===== src/hw/csr_pkg.sv =====
package csr_pkg;

// --------------------------------------------------
// widths and basic types
localparam int unsigned ARCH_WIDTH = 32;
localparam int unsigned CSR_ADDR_WIDTH = 12;

typedef logic [ARCH_WIDTH-1:0] arch_width_t;
// 64-bit counter, word 0 is the low half
typedef arch_width_t [1:0] csr_dw_t;
typedef logic [CSR_ADDR_WIDTH-1:0] csr_addr_t;

localparam int unsigned CSR_LOW = 0;
localparam int unsigned CSR_HIGH = 1;

// --------------------------------------------------
// instruction fields
localparam logic [6:0] OPC_SYSTEM = 7'b111_0011;
// funct3 values that are not csr accesses
localparam logic [2:0] FUNCT3_PRIV = 3'b000;
localparam logic [2:0] FUNCT3_RSVD = 3'b100;

// low two bits of funct3, bit 2 selects the immediate form
typedef enum logic [1:0] {
    CSR_OP_RW = 2'b01,
    CSR_OP_RS = 2'b10,
    CSR_OP_RC = 2'b11
} csr_op_t;

// --------------------------------------------------
// performance monitor
localparam int unsigned MHPMCOUNTERS = 6;
localparam int unsigned MHPMEVENTS = 6;
localparam int unsigned MHPM_OFFSET = 3;

// one-hot selector, same bit order as perf_event_t
typedef logic [MHPMEVENTS-1:0] mhpmevent_t;
typedef logic [MHPMEVENTS-1:0] perf_event_t;

localparam mhpmevent_t MHPMEVENT_NONE = 6'b00_0000;
localparam mhpmevent_t MHPMEVENT_BAD_SPEC = 6'b00_0001;
localparam mhpmevent_t MHPMEVENT_BE = 6'b00_0010;
localparam mhpmevent_t MHPMEVENT_BE_DC = 6'b00_0100;
localparam mhpmevent_t MHPMEVENT_FE = 6'b00_1000;
localparam mhpmevent_t MHPMEVENT_FE_IC = 6'b01_0000;
localparam mhpmevent_t MHPMEVENT_RET_SIMD = 6'b10_0000;

// --------------------------------------------------
// csr addresses
localparam csr_addr_t CSR_TOHOST = 12'h51E;
localparam csr_addr_t CSR_MSCRATCH = 12'h340;
localparam csr_addr_t CSR_MCYCLE = 12'hB00;
localparam csr_addr_t CSR_MCYCLEH = 12'hB80;
localparam csr_addr_t CSR_MINSTRET = 12'hB02;
localparam csr_addr_t CSR_MINSTRETH = 12'hB82;
localparam csr_addr_t CSR_TIME = 12'hC01;
localparam csr_addr_t CSR_TIMEH = 12'hC81;

// hpm banks start at index MHPM_OFFSET
localparam csr_addr_t CSR_MHPMCOUNTER3 = CSR_MCYCLE + csr_addr_t'(MHPM_OFFSET);
localparam csr_addr_t CSR_MHPMCOUNTER4 = 12'hB04;
localparam csr_addr_t CSR_MHPMCOUNTER5 = 12'hB05;
localparam csr_addr_t CSR_MHPMCOUNTER6 = 12'hB06;
localparam csr_addr_t CSR_MHPMCOUNTER7 = 12'hB07;
localparam csr_addr_t CSR_MHPMCOUNTER8 = 12'hB08;
localparam csr_addr_t CSR_MHPMCOUNTER3H = CSR_MCYCLEH + csr_addr_t'(MHPM_OFFSET);
localparam csr_addr_t CSR_MHPMCOUNTER4H = 12'hB84;
localparam csr_addr_t CSR_MHPMCOUNTER5H = 12'hB85;
localparam csr_addr_t CSR_MHPMCOUNTER6H = 12'hB86;
localparam csr_addr_t CSR_MHPMCOUNTER7H = 12'hB87;
localparam csr_addr_t CSR_MHPMCOUNTER8H = 12'hB88;
localparam csr_addr_t CSR_MHPMEVENT3 = 12'h320 + csr_addr_t'(MHPM_OFFSET);
localparam csr_addr_t CSR_MHPMEVENT4 = 12'h324;
localparam csr_addr_t CSR_MHPMEVENT5 = 12'h325;
localparam csr_addr_t CSR_MHPMEVENT6 = 12'h326;
localparam csr_addr_t CSR_MHPMEVENT7 = 12'h327;
localparam csr_addr_t CSR_MHPMEVENT8 = 12'h328;

// lookup tables, entry 0 is counter 3
localparam csr_addr_t [MHPMCOUNTERS-1:0] MHPM_CNT_LO_ADDR = {
    CSR_MHPMCOUNTER8, CSR_MHPMCOUNTER7, CSR_MHPMCOUNTER6,
    CSR_MHPMCOUNTER5, CSR_MHPMCOUNTER4, CSR_MHPMCOUNTER3
};
localparam csr_addr_t [MHPMCOUNTERS-1:0] MHPM_CNT_HI_ADDR = {
    CSR_MHPMCOUNTER8H, CSR_MHPMCOUNTER7H, CSR_MHPMCOUNTER6H,
    CSR_MHPMCOUNTER5H, CSR_MHPMCOUNTER4H, CSR_MHPMCOUNTER3H
};
localparam csr_addr_t [MHPMEVENTS-1:0] MHPM_EVT_ADDR = {
    CSR_MHPMEVENT8, CSR_MHPMEVENT7, CSR_MHPMEVENT6,
    CSR_MHPMEVENT5, CSR_MHPMEVENT4, CSR_MHPMEVENT3
};

// --------------------------------------------------
// microsecond timer
localparam int unsigned CLOCK_FREQ = 25_000_000;
localparam int unsigned CLOCKS_PER_US = CLOCK_FREQ / 1_000_000;
localparam int unsigned US_CNT_WIDTH = $clog2(CLOCKS_PER_US);
localparam logic [US_CNT_WIDTH-1:0] US_CNT_LAST = US_CNT_WIDTH'(CLOCKS_PER_US - 1);

endpackage


===== src/hw/csr_decode.sv =====
`timescale 1ns/100ps

module csr_decode (
    input  logic inst_valid,
    input  logic [31:0] inst,
    output logic csr_en,
    output logic csr_re,
    output logic csr_we,
    output logic csr_ui,
    output csr_pkg::csr_op_t csr_op,
    output csr_pkg::csr_addr_t csr_addr,
    output logic [4:0] csr_imm5
);

// --------------------------------------------------
// instruction fields
logic [6:0] opcode;
logic [2:0] funct3;
logic [4:0] rd;
logic [4:0] rs1;

assign opcode = inst[6:0];
assign rd = inst[11:7];
assign funct3 = inst[14:12];
assign rs1 = inst[19:15];

// --------------------------------------------------
// csr access qualification
logic is_system;
logic is_csr_f3;
logic op_is_rw;

assign is_system = (opcode == csr_pkg::OPC_SYSTEM);
// ecall/ebreak/mret and the reserved slot are not csr ops
assign is_csr_f3 = (funct3 != csr_pkg::FUNCT3_PRIV) && (funct3 != csr_pkg::FUNCT3_RSVD);

assign csr_en = inst_valid && is_system && is_csr_f3;

// op encoding follows funct3 directly
assign csr_op = csr_pkg::csr_op_t'(funct3[1:0]);
assign csr_ui = funct3[2];
assign op_is_rw = (csr_op == csr_pkg::CSR_OP_RW);

// rw with rd=x0 must not read
assign csr_re = csr_en && !(op_is_rw && (rd == 5'd0));

// rs/rc with rs1=x0 (or uimm 0) must not write
assign csr_we = csr_en && (op_is_rw || (rs1 != 5'd0));

// same field holds the register index or the zimm
assign csr_addr = inst[31:20];
assign csr_imm5 = rs1;

endmodule


===== src/hw/csr_us_timer.sv =====
`timescale 1ns/100ps

module csr_us_timer (
    input  logic clk,
    input  logic rst,
    output csr_pkg::csr_dw_t mtime
);

// --------------------------------------------------
// prescaler
logic [csr_pkg::US_CNT_WIDTH-1:0] us_cnt;
logic us_tick;

// tick is registered, one cycle after the last count
always_ff @(posedge clk) begin
    if (rst) begin
        us_cnt <= '0;
        us_tick <= 1'b0;
    end else if (us_cnt == csr_pkg::US_CNT_LAST) begin
        us_cnt <= '0;
        us_tick <= 1'b1;
    end else begin
        us_cnt <= us_cnt + 1'b1;
        us_tick <= 1'b0;
    end
end

// --------------------------------------------------
// time counter, read only
always_ff @(posedge clk) begin
    if (rst) begin
        mtime <= '0;
    end else if (us_tick) begin
        mtime <= mtime + 64'd1;
    end
end

endmodule


===== src/hw/csr_hpm_counters.sv =====
`timescale 1ns/100ps

module csr_hpm_counters (
    input  logic clk,
    input  logic rst,
    input  logic we,
    input  csr_pkg::csr_addr_t addr,
    input  csr_pkg::arch_width_t wdata,
    input  csr_pkg::perf_event_t perf_event,
    output csr_pkg::arch_width_t rdata,
    output logic hit
);

// only the defined one-hot codes count anything
function automatic logic event_fired(
    input csr_pkg::perf_event_t pe,
    input csr_pkg::mhpmevent_t sel
);
    case (sel)
        csr_pkg::MHPMEVENT_BAD_SPEC: event_fired = pe[0];
        csr_pkg::MHPMEVENT_BE: event_fired = pe[1];
        csr_pkg::MHPMEVENT_BE_DC: event_fired = pe[2];
        csr_pkg::MHPMEVENT_FE: event_fired = pe[3];
        csr_pkg::MHPMEVENT_FE_IC: event_fired = pe[4];
        csr_pkg::MHPMEVENT_RET_SIMD: event_fired = pe[5];
        default: event_fired = 1'b0;
    endcase
endfunction

// --------------------------------------------------
// address match
logic [csr_pkg::MHPMCOUNTERS-1:0] am_lo;
logic [csr_pkg::MHPMCOUNTERS-1:0] am_hi;
logic [csr_pkg::MHPMEVENTS-1:0] am_evt;

always_comb begin
    for (int i = 0; i < csr_pkg::MHPMCOUNTERS; i++) begin
        am_lo[i] = (addr == csr_pkg::MHPM_CNT_LO_ADDR[i]);
        am_hi[i] = (addr == csr_pkg::MHPM_CNT_HI_ADDR[i]);
    end
    for (int i = 0; i < csr_pkg::MHPMEVENTS; i++) begin
        am_evt[i] = (addr == csr_pkg::MHPM_EVT_ADDR[i]);
    end
end

// --------------------------------------------------
// event selectors
csr_pkg::mhpmevent_t evt_sel [csr_pkg::MHPMEVENTS];

always_ff @(posedge clk) begin
    if (rst) begin
        for (int i = 0; i < csr_pkg::MHPMEVENTS; i++) begin
            evt_sel[i] <= csr_pkg::MHPMEVENT_NONE;
        end
    end else if (we) begin
        for (int i = 0; i < csr_pkg::MHPMEVENTS; i++) begin
            if (am_evt[i]) begin
                evt_sel[i] <= csr_pkg::mhpmevent_t'(wdata[csr_pkg::MHPMEVENTS-1:0]);
            end
        end
    end
end

// --------------------------------------------------
// counters, a write to either half wins over the event
csr_pkg::csr_dw_t cnt [csr_pkg::MHPMCOUNTERS];

for (genvar i = 0; i < csr_pkg::MHPMCOUNTERS; i++) begin : gen_cnt
    csr_pkg::csr_dw_t count;

    always_ff @(posedge clk) begin
        if (rst) begin
            count <= '0;
        end else if (we && am_lo[i]) begin
            count[csr_pkg::CSR_LOW] <= wdata;
        end else if (we && am_hi[i]) begin
            count[csr_pkg::CSR_HIGH] <= wdata;
        end else if (event_fired(perf_event, evt_sel[i])) begin
            count <= count + 64'd1;
        end
    end

    assign cnt[i] = count;
end

// --------------------------------------------------
// read back
always_comb begin
    rdata = '0;
    hit = 1'b0;
    for (int i = 0; i < csr_pkg::MHPMCOUNTERS; i++) begin
        if (am_lo[i]) begin
            rdata = cnt[i][csr_pkg::CSR_LOW];
            hit = 1'b1;
        end
        if (am_hi[i]) begin
            rdata = cnt[i][csr_pkg::CSR_HIGH];
            hit = 1'b1;
        end
    end
    for (int i = 0; i < csr_pkg::MHPMEVENTS; i++) begin
        if (am_evt[i]) begin
            // selectors are zero extended
            rdata = csr_pkg::arch_width_t'(evt_sel[i]);
            hit = 1'b1;
        end
    end
end

endmodule


===== src/hw/csr_file.sv =====
`timescale 1ns/100ps

module csr_file (
    input  logic clk,
    input  logic rst,
    input  logic csr_en,
    input  logic csr_re,
    input  logic csr_we,
    input  logic csr_ui,
    input  csr_pkg::csr_op_t csr_op,
    input  csr_pkg::csr_addr_t csr_addr,
    input  logic [4:0] csr_imm5,
    input  csr_pkg::arch_width_t rs1_data,
    input  logic retire,
    input  csr_pkg::perf_event_t perf_event,
    output csr_pkg::arch_width_t rdata
);

// --------------------------------------------------
// state and sub-blocks
csr_pkg::arch_width_t tohost;
csr_pkg::arch_width_t mscratch;
csr_pkg::csr_dw_t mcycle;
csr_pkg::csr_dw_t minstret;
csr_pkg::csr_dw_t mtime;

csr_pkg::arch_width_t hpm_rdata;
logic hpm_hit;

csr_pkg::csr_addr_t addr_en;
csr_pkg::arch_width_t old_val;
csr_pkg::arch_width_t wr_src;
csr_pkg::arch_width_t wr_data;

// no match outside a valid csr instruction
assign addr_en = csr_en ? csr_addr : '0;

csr_us_timer csr_us_timer_i (
    .clk   (clk),
    .rst   (rst),
    .mtime (mtime)
);

csr_hpm_counters csr_hpm_counters_i (
    .clk        (clk),
    .rst        (rst),
    .we         (csr_we),
    .addr       (addr_en),
    .wdata      (wr_data),
    .perf_event (perf_event),
    .rdata      (hpm_rdata),
    .hit        (hpm_hit)
);

// --------------------------------------------------
// read mux
always_comb begin
    case (addr_en)
        csr_pkg::CSR_TOHOST: old_val = tohost;
        csr_pkg::CSR_MSCRATCH: old_val = mscratch;
        csr_pkg::CSR_MCYCLE: old_val = mcycle[csr_pkg::CSR_LOW];
        csr_pkg::CSR_MCYCLEH: old_val = mcycle[csr_pkg::CSR_HIGH];
        csr_pkg::CSR_MINSTRET: old_val = minstret[csr_pkg::CSR_LOW];
        csr_pkg::CSR_MINSTRETH: old_val = minstret[csr_pkg::CSR_HIGH];
        csr_pkg::CSR_TIME: old_val = mtime[csr_pkg::CSR_LOW];
        csr_pkg::CSR_TIMEH: old_val = mtime[csr_pkg::CSR_HIGH];
        default: old_val = hpm_hit ? hpm_rdata : '0;
    endcase
end

// rd sees the old value only when the read is enabled
assign rdata = csr_re ? old_val : '0;

// --------------------------------------------------
// read-modify-write data
assign wr_src = csr_ui ? csr_pkg::arch_width_t'(csr_imm5) : rs1_data;

always_comb begin
    case (csr_op)
        csr_pkg::CSR_OP_RW: wr_data = wr_src;
        csr_pkg::CSR_OP_RS: wr_data = old_val | wr_src;
        csr_pkg::CSR_OP_RC: wr_data = old_val & ~wr_src;
        default: wr_data = '0;
    endcase
end

// --------------------------------------------------
// plain registers
always_ff @(posedge clk) begin
    if (rst) begin
        tohost <= '0;
        mscratch <= '0;
    end else if (csr_we) begin
        if (addr_en == csr_pkg::CSR_TOHOST) begin
            tohost <= wr_data;
        end
        if (addr_en == csr_pkg::CSR_MSCRATCH) begin
            mscratch <= wr_data;
        end
    end
end

// --------------------------------------------------
// mcycle, counts every edge it is not written
always_ff @(posedge clk) begin
    if (rst) begin
        mcycle <= '0;
    end else if (csr_we && (addr_en == csr_pkg::CSR_MCYCLE)) begin
        mcycle[csr_pkg::CSR_LOW] <= wr_data;
    end else if (csr_we && (addr_en == csr_pkg::CSR_MCYCLEH)) begin
        mcycle[csr_pkg::CSR_HIGH] <= wr_data;
    end else begin
        mcycle <= mcycle + 64'd1;
    end
end

// minstret, one per retire pulse
always_ff @(posedge clk) begin
    if (rst) begin
        minstret <= '0;
    end else if (csr_we && (addr_en == csr_pkg::CSR_MINSTRET)) begin
        minstret[csr_pkg::CSR_LOW] <= wr_data;
    end else if (csr_we && (addr_en == csr_pkg::CSR_MINSTRETH)) begin
        minstret[csr_pkg::CSR_HIGH] <= wr_data;
    end else if (retire) begin
        minstret <= minstret + 64'd1;
    end
end

endmodule


===== src/hw/csr_unit_top.sv =====
`timescale 1ns/100ps

module csr_unit_top (
    input  logic clk,
    input  logic rst,
    input  logic inst_valid,
    input  logic [31:0] inst,
    input  csr_pkg::arch_width_t rs1_data,
    input  logic retire,
    input  csr_pkg::perf_event_t perf_event,
    output csr_pkg::arch_width_t csr_rdata
);

// --------------------------------------------------
// decoded controls
logic csr_en;
logic csr_re;
logic csr_we;
logic csr_ui;
csr_pkg::csr_op_t csr_op;
csr_pkg::csr_addr_t csr_addr;
logic [4:0] csr_imm5;

csr_decode csr_decode_i (
    .inst_valid (inst_valid),
    .inst       (inst),
    .csr_en     (csr_en),
    .csr_re     (csr_re),
    .csr_we     (csr_we),
    .csr_ui     (csr_ui),
    .csr_op     (csr_op),
    .csr_addr   (csr_addr),
    .csr_imm5   (csr_imm5)
);

// --------------------------------------------------
// register file with timer and hpm
csr_file csr_file_i (
    .clk        (clk),
    .rst        (rst),
    .csr_en     (csr_en),
    .csr_re     (csr_re),
    .csr_we     (csr_we),
    .csr_ui     (csr_ui),
    .csr_op     (csr_op),
    .csr_addr   (csr_addr),
    .csr_imm5   (csr_imm5),
    .rs1_data   (rs1_data),
    .retire     (retire),
    .perf_event (perf_event),
    .rdata      (csr_rdata)
);

endmodule


===== config.mk =====
export PLATFORM = sky130hd
export DESIGN_NAME = csr_unit_top
export DESIGN_NICKNAME = d
export VERILOG_FILES = /design/src/hw/csr_pkg.sv /design/src/hw/csr_decode.sv /design/src/hw/csr_us_timer.sv /design/src/hw/csr_hpm_counters.sv /design/src/hw/csr_file.sv /design/src/hw/csr_unit_top.sv
export SDC_FILE = /design/constraint.sdc
export NUM_CORES = 2
export LEC_CHECK = 0
export BUFFER_PORTS_ARGS = -buffer_cell sky130_fd_sc_hd__buf_2
export CAP_MARGIN = 20
export CORE_MARGIN = 4
export CORE_UTILIZATION = 40
export CTS_BUF_LIST = sky130_fd_sc_hd__clkbuf_16
export DETAILED_ROUTE_END_ITERATION = 6
export HOLD_SLACK_MARGIN = 0.02
export MAX_ROUTING_LAYER = met4
export PLACE_DENSITY_LB_ADDON = 0.1
export SKIP_CTS_REPAIR_TIMING = 1
export SLEW_MARGIN = 15
export SYNTH_ARGS = -nofsm -noshare
export SYNTH_HDL_FRONTEND = slang
export SYNTH_HIERARCHICAL = 1
export SYNTH_SLANG_ARGS = --single-unit

===== constraint.sdc =====
create_clock -name clk -period 8.68 [get_ports clk]
set_clock_uncertainty 0.15 [all_clocks]
set_input_delay 1.736 -clock clk [delete_from_list [all_inputs] [get_ports clk]]
set_output_delay 1.736 -clock clk [all_outputs]
set_load 0.05 [all_outputs]

* Yosys cells after proc, flatten, opt, wreduce, memory -nomap -nowiden *
Memories as Yosys holds them, arrays and structs flattened.
Cells that the tools add are included.

word-level totals
  flip-flop bits (word level) = 646
  bits in writable memories = 36
  input port bits = 74
  memories kept = 1

operators by class
  add/subtract/negate cells = 10
  equal/unequal tests = 76
  mux-type cells = 130
  bitwise gates (word level) = 16
  reductions and logical operators = 58

memories
  name                                   words  bits a word  rd ports  clocked after Yosys merged registers in  wr ports  line                    RTL
  csr_file_i.csr_hpm_counters_i.evt_sel  6      6            6         0                                        6         csr_hpm_counters.sv:48  csr_pkg::mhpmevent_t evt_sel [csr_pkg::MHPMEVENTS];

operator list
  kind                     count
  $mux W32                 45
  $add A64 B1 Y64 const B  9
  $mux W64                 7
  $pmux W32 S8             1
  $eq A12 B12 Y1 const B   18
  $pmux W32 S3             1
  $eq A12 B10 Y1 const B   7
  $mux W1                  63
  $eq A6 B1 Y1 const B     6
  $eq A6 B2 Y1 const B     6
  $eq A6 B3 Y1 const B     6
  $eq A6 B4 Y1 const B     6
  $eq A6 B5 Y1 const B     6
  $eq A6 B6 Y1 const B     6
  $mux W6                  6
  $pmux W1 S6              6
  $and A32 B32 Y32         1
  $not A32 Y32             1
  $or A32 B32 Y32          1
  $reduce_and A2 Y1        16
  $reduce_bool A2 Y1       14
  $logic_and A1 B1 Y1      22
  $eq A12 B11 Y1 const B   1
  $mux W12                 1
  other kinds (16)         34

* Longest topological paths before layout *
  word-level depth = 28
  mapped depth = 27
  gate-level depth less buffers = 22

* Hierarchy *
Netlist, hierarchy kept.

by module, submodules not included
  module            times used  cells each  area an instance (sq um)
  csr_hpm_counters  1           3698        27348.7
  csr_file          1           1872        14133.6
  csr_us_timer      1           385         3300.7
  csr_decode        1           31          231.5

* Least setup slack after synthesis *
OpenSTA, ideal clock, no wires.

  path type = input to output
  from = input inst[2]
  to = output csr_rdata[0]
  arrival time = 6.223 ns
  required time = 6.794 ns
  setup slack = 0.571 ns
  stages = 20
  path buffers = 8
  path through = and4bb_1 -> o211ai_2 -> inv_1 -> buf_4 -> clkbuf_1 -> and2_1 -> or4b_2 -> clkbuf_1 -> nor4_1 -> clkbuf_1 -> clkbuf_1 -> nor3_1 -> nand2_1 -> clkbuf_1 -> clkbuf_1 -> clkbuf_1 -> nand2_1 -> nand2_1 -> nand2_1 -> a21oi_1

between the ends
  cells in the longest elaborated chain, start to end = 26

RTL lines
  item                                  line                     RTL
  start: declaration                    csr_unit_top.sv:7        input logic [31:0] inst,
  $eq A7 B7 Y1 (*)                      csr_decode.sv:33         assign is_system = (opcode == csr_pkg::OPC_SYSTEM);
  $logic_and A1 B1 Y1 (*) (2 in a row)  csr_decode.sv:37         assign csr_en = inst_valid && is_system && is_csr_f3;
  net csr_en                            csr_unit_top.sv:16       logic csr_en;
  $mux W12 (*)                          csr_file.sv:36           assign addr_en = csr_en ? csr_addr : '0;
  net csr_file_i.addr_en[2]             csr_file.sv:30           csr_pkg::csr_addr_t addr_en;
  $eq A12 B12 Y1                        csr_hpm_counters.sv:38   am_lo[i] = (addr == csr_pkg::MHPM_CNT_LO_ADDR[i]);
  $mux W1                               csr_hpm_counters.sv:92   if (am_lo[i]) begin
  $mux W1                               csr_hpm_counters.sv:96   if (am_hi[i]) begin
  (+8 left out)                         --
  $mux W1                               csr_hpm_counters.sv:92
  $mux W1                               csr_hpm_counters.sv:96
  $mux W1 (5 in a row)                  csr_hpm_counters.sv:102  if (am_evt[i]) begin
  $mux W1 (*)                           csr_hpm_counters.sv:102
  net csr_file_i.hpm_hit                csr_file.sv:28           logic hpm_hit;
  $mux W32 (*)                          csr_file.sv:67           default: old_val = hpm_hit ? hpm_rdata : '0;
  $pmux W32 S8 (*)                      csr_file.sv:58           case (addr_en)
  $mux W32 (*)                          csr_file.sv:72           assign rdata = csr_re ? old_val : '0;
  end: declaration                      csr_unit_top.sv:11       output csr_pkg::arch_width_t csr_rdata

Mark *: on every way through the listed nets, which the timed path passes. The rest lies on a longest branch.

* Worst setup path after layout *
  from = input inst[6]
  to = output csr_rdata[18]

between the ends
  cells in the longest elaborated chain, start to end = 26

RTL lines
  item                                  line                     RTL
  $eq A7 B7 Y1 (*)                      csr_decode.sv:33
  $logic_and A1 B1 Y1 (*) (2 in a row)  csr_decode.sv:37
  net csr_en                            csr_unit_top.sv:16
  $mux W12 (*)                          csr_file.sv:36
  net csr_file_i.addr_en[4]             csr_file.sv:30
  $eq A12 B12 Y1                        csr_hpm_counters.sv:38
  $mux W32                              csr_hpm_counters.sv:92
  $mux W32                              csr_hpm_counters.sv:96
  (+8 left out)                         --
  $mux W32                              csr_hpm_counters.sv:92
  $mux W32                              csr_hpm_counters.sv:96
  $mux W32 (5 in a row)                 csr_hpm_counters.sv:102
  $mux W32 (*)                          csr_hpm_counters.sv:102
  net csr_file_i.hpm_rdata[18]          csr_file.sv:27           csr_pkg::arch_width_t hpm_rdata;
  $mux W32 (*)                          csr_file.sv:67
  $pmux W32 S8 (*)                      csr_file.sv:58
  $mux W32 (*)                          csr_file.sv:72

Marked as above.

==> out/metrics.yaml <==
synth:
  synth_async_sr_flop_share_pct: 0
  muxShareOfSynthArea_pct: 1.02
  synth_fa_ha_area_share_pct: 0.306
  synthesis.instances: 5986
  synth_flop_cell: "dfxtp_1"
  syn_area_per_cell_sq_um: 7.52
  synth_largest_area_cell: "dfxtp_1"
  synth_common_cells: "nor2_1, dfxtp_1, nand2_1, clkbuf_1, nand3_1"
  syn-num-nets: 6071
  synth_edf_count: 36
  synthXorXnorAreaFrac_pct: 4.79
  synth_simple_gate_area_share_pct: 30.8
  netlist.area_leader.share_pct: 28.7
  yosysWarnings: 6
  synth-compound-area-share_pct: 26.5
  post_synth_num_cell_types: 112
  synth_top_family_by_area: "simple AND/OR/NAND/NOR gates"
  synth_area_leaders: "dfxtp_1, nor2_1, a211oi_1"
  syn_area_sq_mm: 0.0450
  yosysSeqAreaShare_pct: 31.1
  ys_ff_latch: 682
  yosysMostFrequentCell: "nor2_1"
cells_and_area:
  fin_util_pct: 45.3
  final_cells: 7499
  final_layout_size_suffix_gt1_share_pct: 10.7
  areaGrowthSynthToFinish_pct: 11.7
  nFillCells: 11458
  seqCellArea_sq_mm: 0.0140
  multiInputGateArea_sq_mm: 0.0288
  fin_nets: 6011
die:
  start_util_pct: 40.5
  die_h_um: 343
  core-area_sq_mm: 0.111
  die_area_sq_mm: 0.118
  die_w_um: 343
  rows: 122
  ios: 106
timing:
  fmaxAchievable_ghz: 0.116
  hold_viol: 0
  rsz0062_at_grt: "false"
  slew_violations: 0
  period_needed_ns: 8.66
  fin_ws_ns: 0.0247
  fin_crit_sh_pct: 99.7
  finalSetupViolations: 0
  maxSlewHeadroom_pct: 16.0
  tightest_slew_ns: 1.26
setup_path:
  critPathCaptureType: "output pin"
  arrival_ns: 6.77
  path_delay_family: "simple AND/OR/NAND/NOR gates"
  r2r_setup_slack_ns: 4.09
  r2r_start: "csr_file_i/csr_hpm_counters_i/cnt[354]"
  cpPeakStageDelay_ns: 0.56
  cp_common_cell: "buf_4"
  path_cells: "buf_2, and4_2, o211ai_4, inv_1, buf_4, and2_1, nand3b_1, buf_4, nor4_2, buf_4, a22oi_1, a31oi_1, a2111oi_0, a2111oi_0, buf_4, nand2_1, nand4_1, o21ai_0, nor2_1, buf_12"
  cp_max_fo: 10
  cp-start-kind: "input pin"
  rr_worst_depth: 17
  cp_slowest_cell: "nand3b_1"
  crit_buf_inv: 7
  crit_type: "in2out"
  r2r_end: "csr_file_i/csr_hpm_counters_i/cnt[354]"
  worstPathRequired_ns: 6.79
clock_tree:
  root_buffer: "clkbuf_16"
  cts_buffer_depth: 3
  cts-buffers-inserted: 85
  clkSinkCount: 682
  cts_tree: "built"
  htreeDepth: 3
  insertion_delay_ns: 0.70
  clkTransAtPathRegs_ns: 0.06
pwr:
  clkPwrFrac_pct: 49.4
  combinationalPowerShare_pct: 6.0
  leakage_nw: 16.5
  vdd_drop_max_uv: 147
  p_sw_mw: 1.93
  swShare_pct: 26.9
  p_per_area_mw_per_mm2: 142
  internal_power_mw: 5.23
  power_mw: 7.16
  sequentialPowerShare_pct: 44.7
global_route:
  grt_use_total_pct: 41.7
  grt_start_max_net_pins: 140
  antenna_found_initial: 18
  grt_pass1_wl_um: 349000
  grt_overflow_total: 0
  grt_pass1_vias: 45232
placed_design:
  place_inst: 7325
  hpwlAfterDp_um: 183000
  pre_cts_ws_ns: -0.0786
  io_buffers: 105
  gp_congestion: 1.10
routing:
  wl_per_cell_um: 33.2
  vias: 51984
  drt-vias-per-instance: 6.93
  drtPass1Iterations: 7
  drcViolationCount: 5
  drt-initial-drc-count: 9168
  antenna_left: 0
  routed_wl_um: 249000
worst_hold_path:
  hold_end: "csr_file_i/csr_us_timer_i/us_cnt[0]"
  min_from: "csr_file_i/csr_us_timer_i/us_cnt[0]"
  hold_class: "reg2reg"
  hold_depth: 1
run:
  drv_cap: 0
status:
  status: "complete, but fails checks"
  violations: "design-rule violations"
[cell usage in the layout (no fill, tap or decap), types with 66 or more instances in the layout]
cell,netlist,final
nor2_1,719,708
dfxtp_1,646,646
nand2_1,546,546
nand3_1,330,326
a21oi_1,327,323
a211oi_1,314,313
o21ai_0,315,312
buf_4,28,223
nand4_1,203,203
nor3_1,153,152
and3_1,143,143
xor2_1,126,126
a22oi_1,120,120
xnor2_1,120,120
inv_1,100,116
nor4_1,112,107
buf_2,47,98
a31oi_1,94,94
clkbuf_16,0,86
o22ai_1,70,70
or3_1,69,69
and2_1,69,66
[sequential cells by signal, summed over array words and instances, names as in the netlist]
signal	cells
csr_file_i/csr_hpm_counters_i/cnt	384
csr_file_i/csr_hpm_counters_i/evt_sel	36
csr_file_i/csr_us_timer_i/mtime	64
csr_file_i/csr_us_timer_i/us_cnt	5
csr_file_i/csr_us_timer_i/us_tick	1
csr_file_i/mcycle	64
csr_file_i/minstret	64
csr_file_i/mscratch	32
csr_file_i/tohost	32
[layer usage]
metal	track usage, %	vias to the layer above	share of wire (%)
met5	-	-	0
met4	17.3	0	5.1
met3	13.4	587	15
met2	53.3	3608	38
met1	59.2	25220	42
li1	-	22569	-
[power groups by stage]
stage,logic [mW],clock network [mW],registers (mW)
floorplan,0.192,0,3.25
global placement,0.402,0,3.26
detailed placement,0.404,0,3.26
CTS,0.405,3.57,3.20
global route,0.427,3.69,3.20
finish,0.428,3.53,3.20
[metrics by stage]
step,hold WS [ns],TNS [ns],cell area [sq um]
after global routing,0.357,0,50300
after CTS,0.332,-0.119,50200
after global placement,0.302,-0.0534,47500
after floorplan,0.280,0,45000
final,0.320,0,50300
after detailed placement,0.319,-0.0786,47600
[worst max path at each step]
stage | endpoint | slack [ns] | start | cells past startpoint
floorplan | csr_rdata[0] | 0.57 | inst[2] | 20
global placement | csr_rdata[29] | -0.05 | inst[12] | 16
detailed placement | csr_rdata[29] | -0.08 | inst[12] | 16
CTS | csr_rdata[29] | -0.12 | inst[12] | 16
global route | csr_rdata[18] | 0.005 | inst[2] | 20
finish | csr_rdata[18] | 0.02 | inst[6] | 20
[worst register-to-register path: cells and delay by family (launching register included)]
| family | cells | cell delay (ns) |
|---|---|---|
| DFF | 1 | 0.42 |
| AOI/OAI and AO/OA | 10 | 2.22 |
| buffers and inverters | 2 | 0.54 |
| and+or+nand+nor | 5 | 1.20 |
[kinds of logic (layout without fill, tap and decap cells)]
logic type,count (synthesis),in the layout
AND/OR/NAND/NOR,2678,2678
buffers and inverters,590,598
AO/OA/AOI/OAI,1735,1735
adder cells (fa/ha/maj),11,11
XOR/XNOR,246,246
multiplexers,44,44
flip-flops,682,682
other,0,17
[final cells by class]
| cell class | count | area share, % |
|---|---|---|
| timing repair buffer | 341 | 5.04 |
| sequential | 682 | 27.9 |
| multi-input combinational | 4714 | 57.3 |
| inverter | 102 | 0.761 |
| tap | 1488 | 3.70 |
| antenna | 17 | 0.0846 |
| clock inverter | 69 | 1.01 |
| clock buffer | 86 | 4.28 |
No activity file was read; power rests on OpenSTA's default activity.
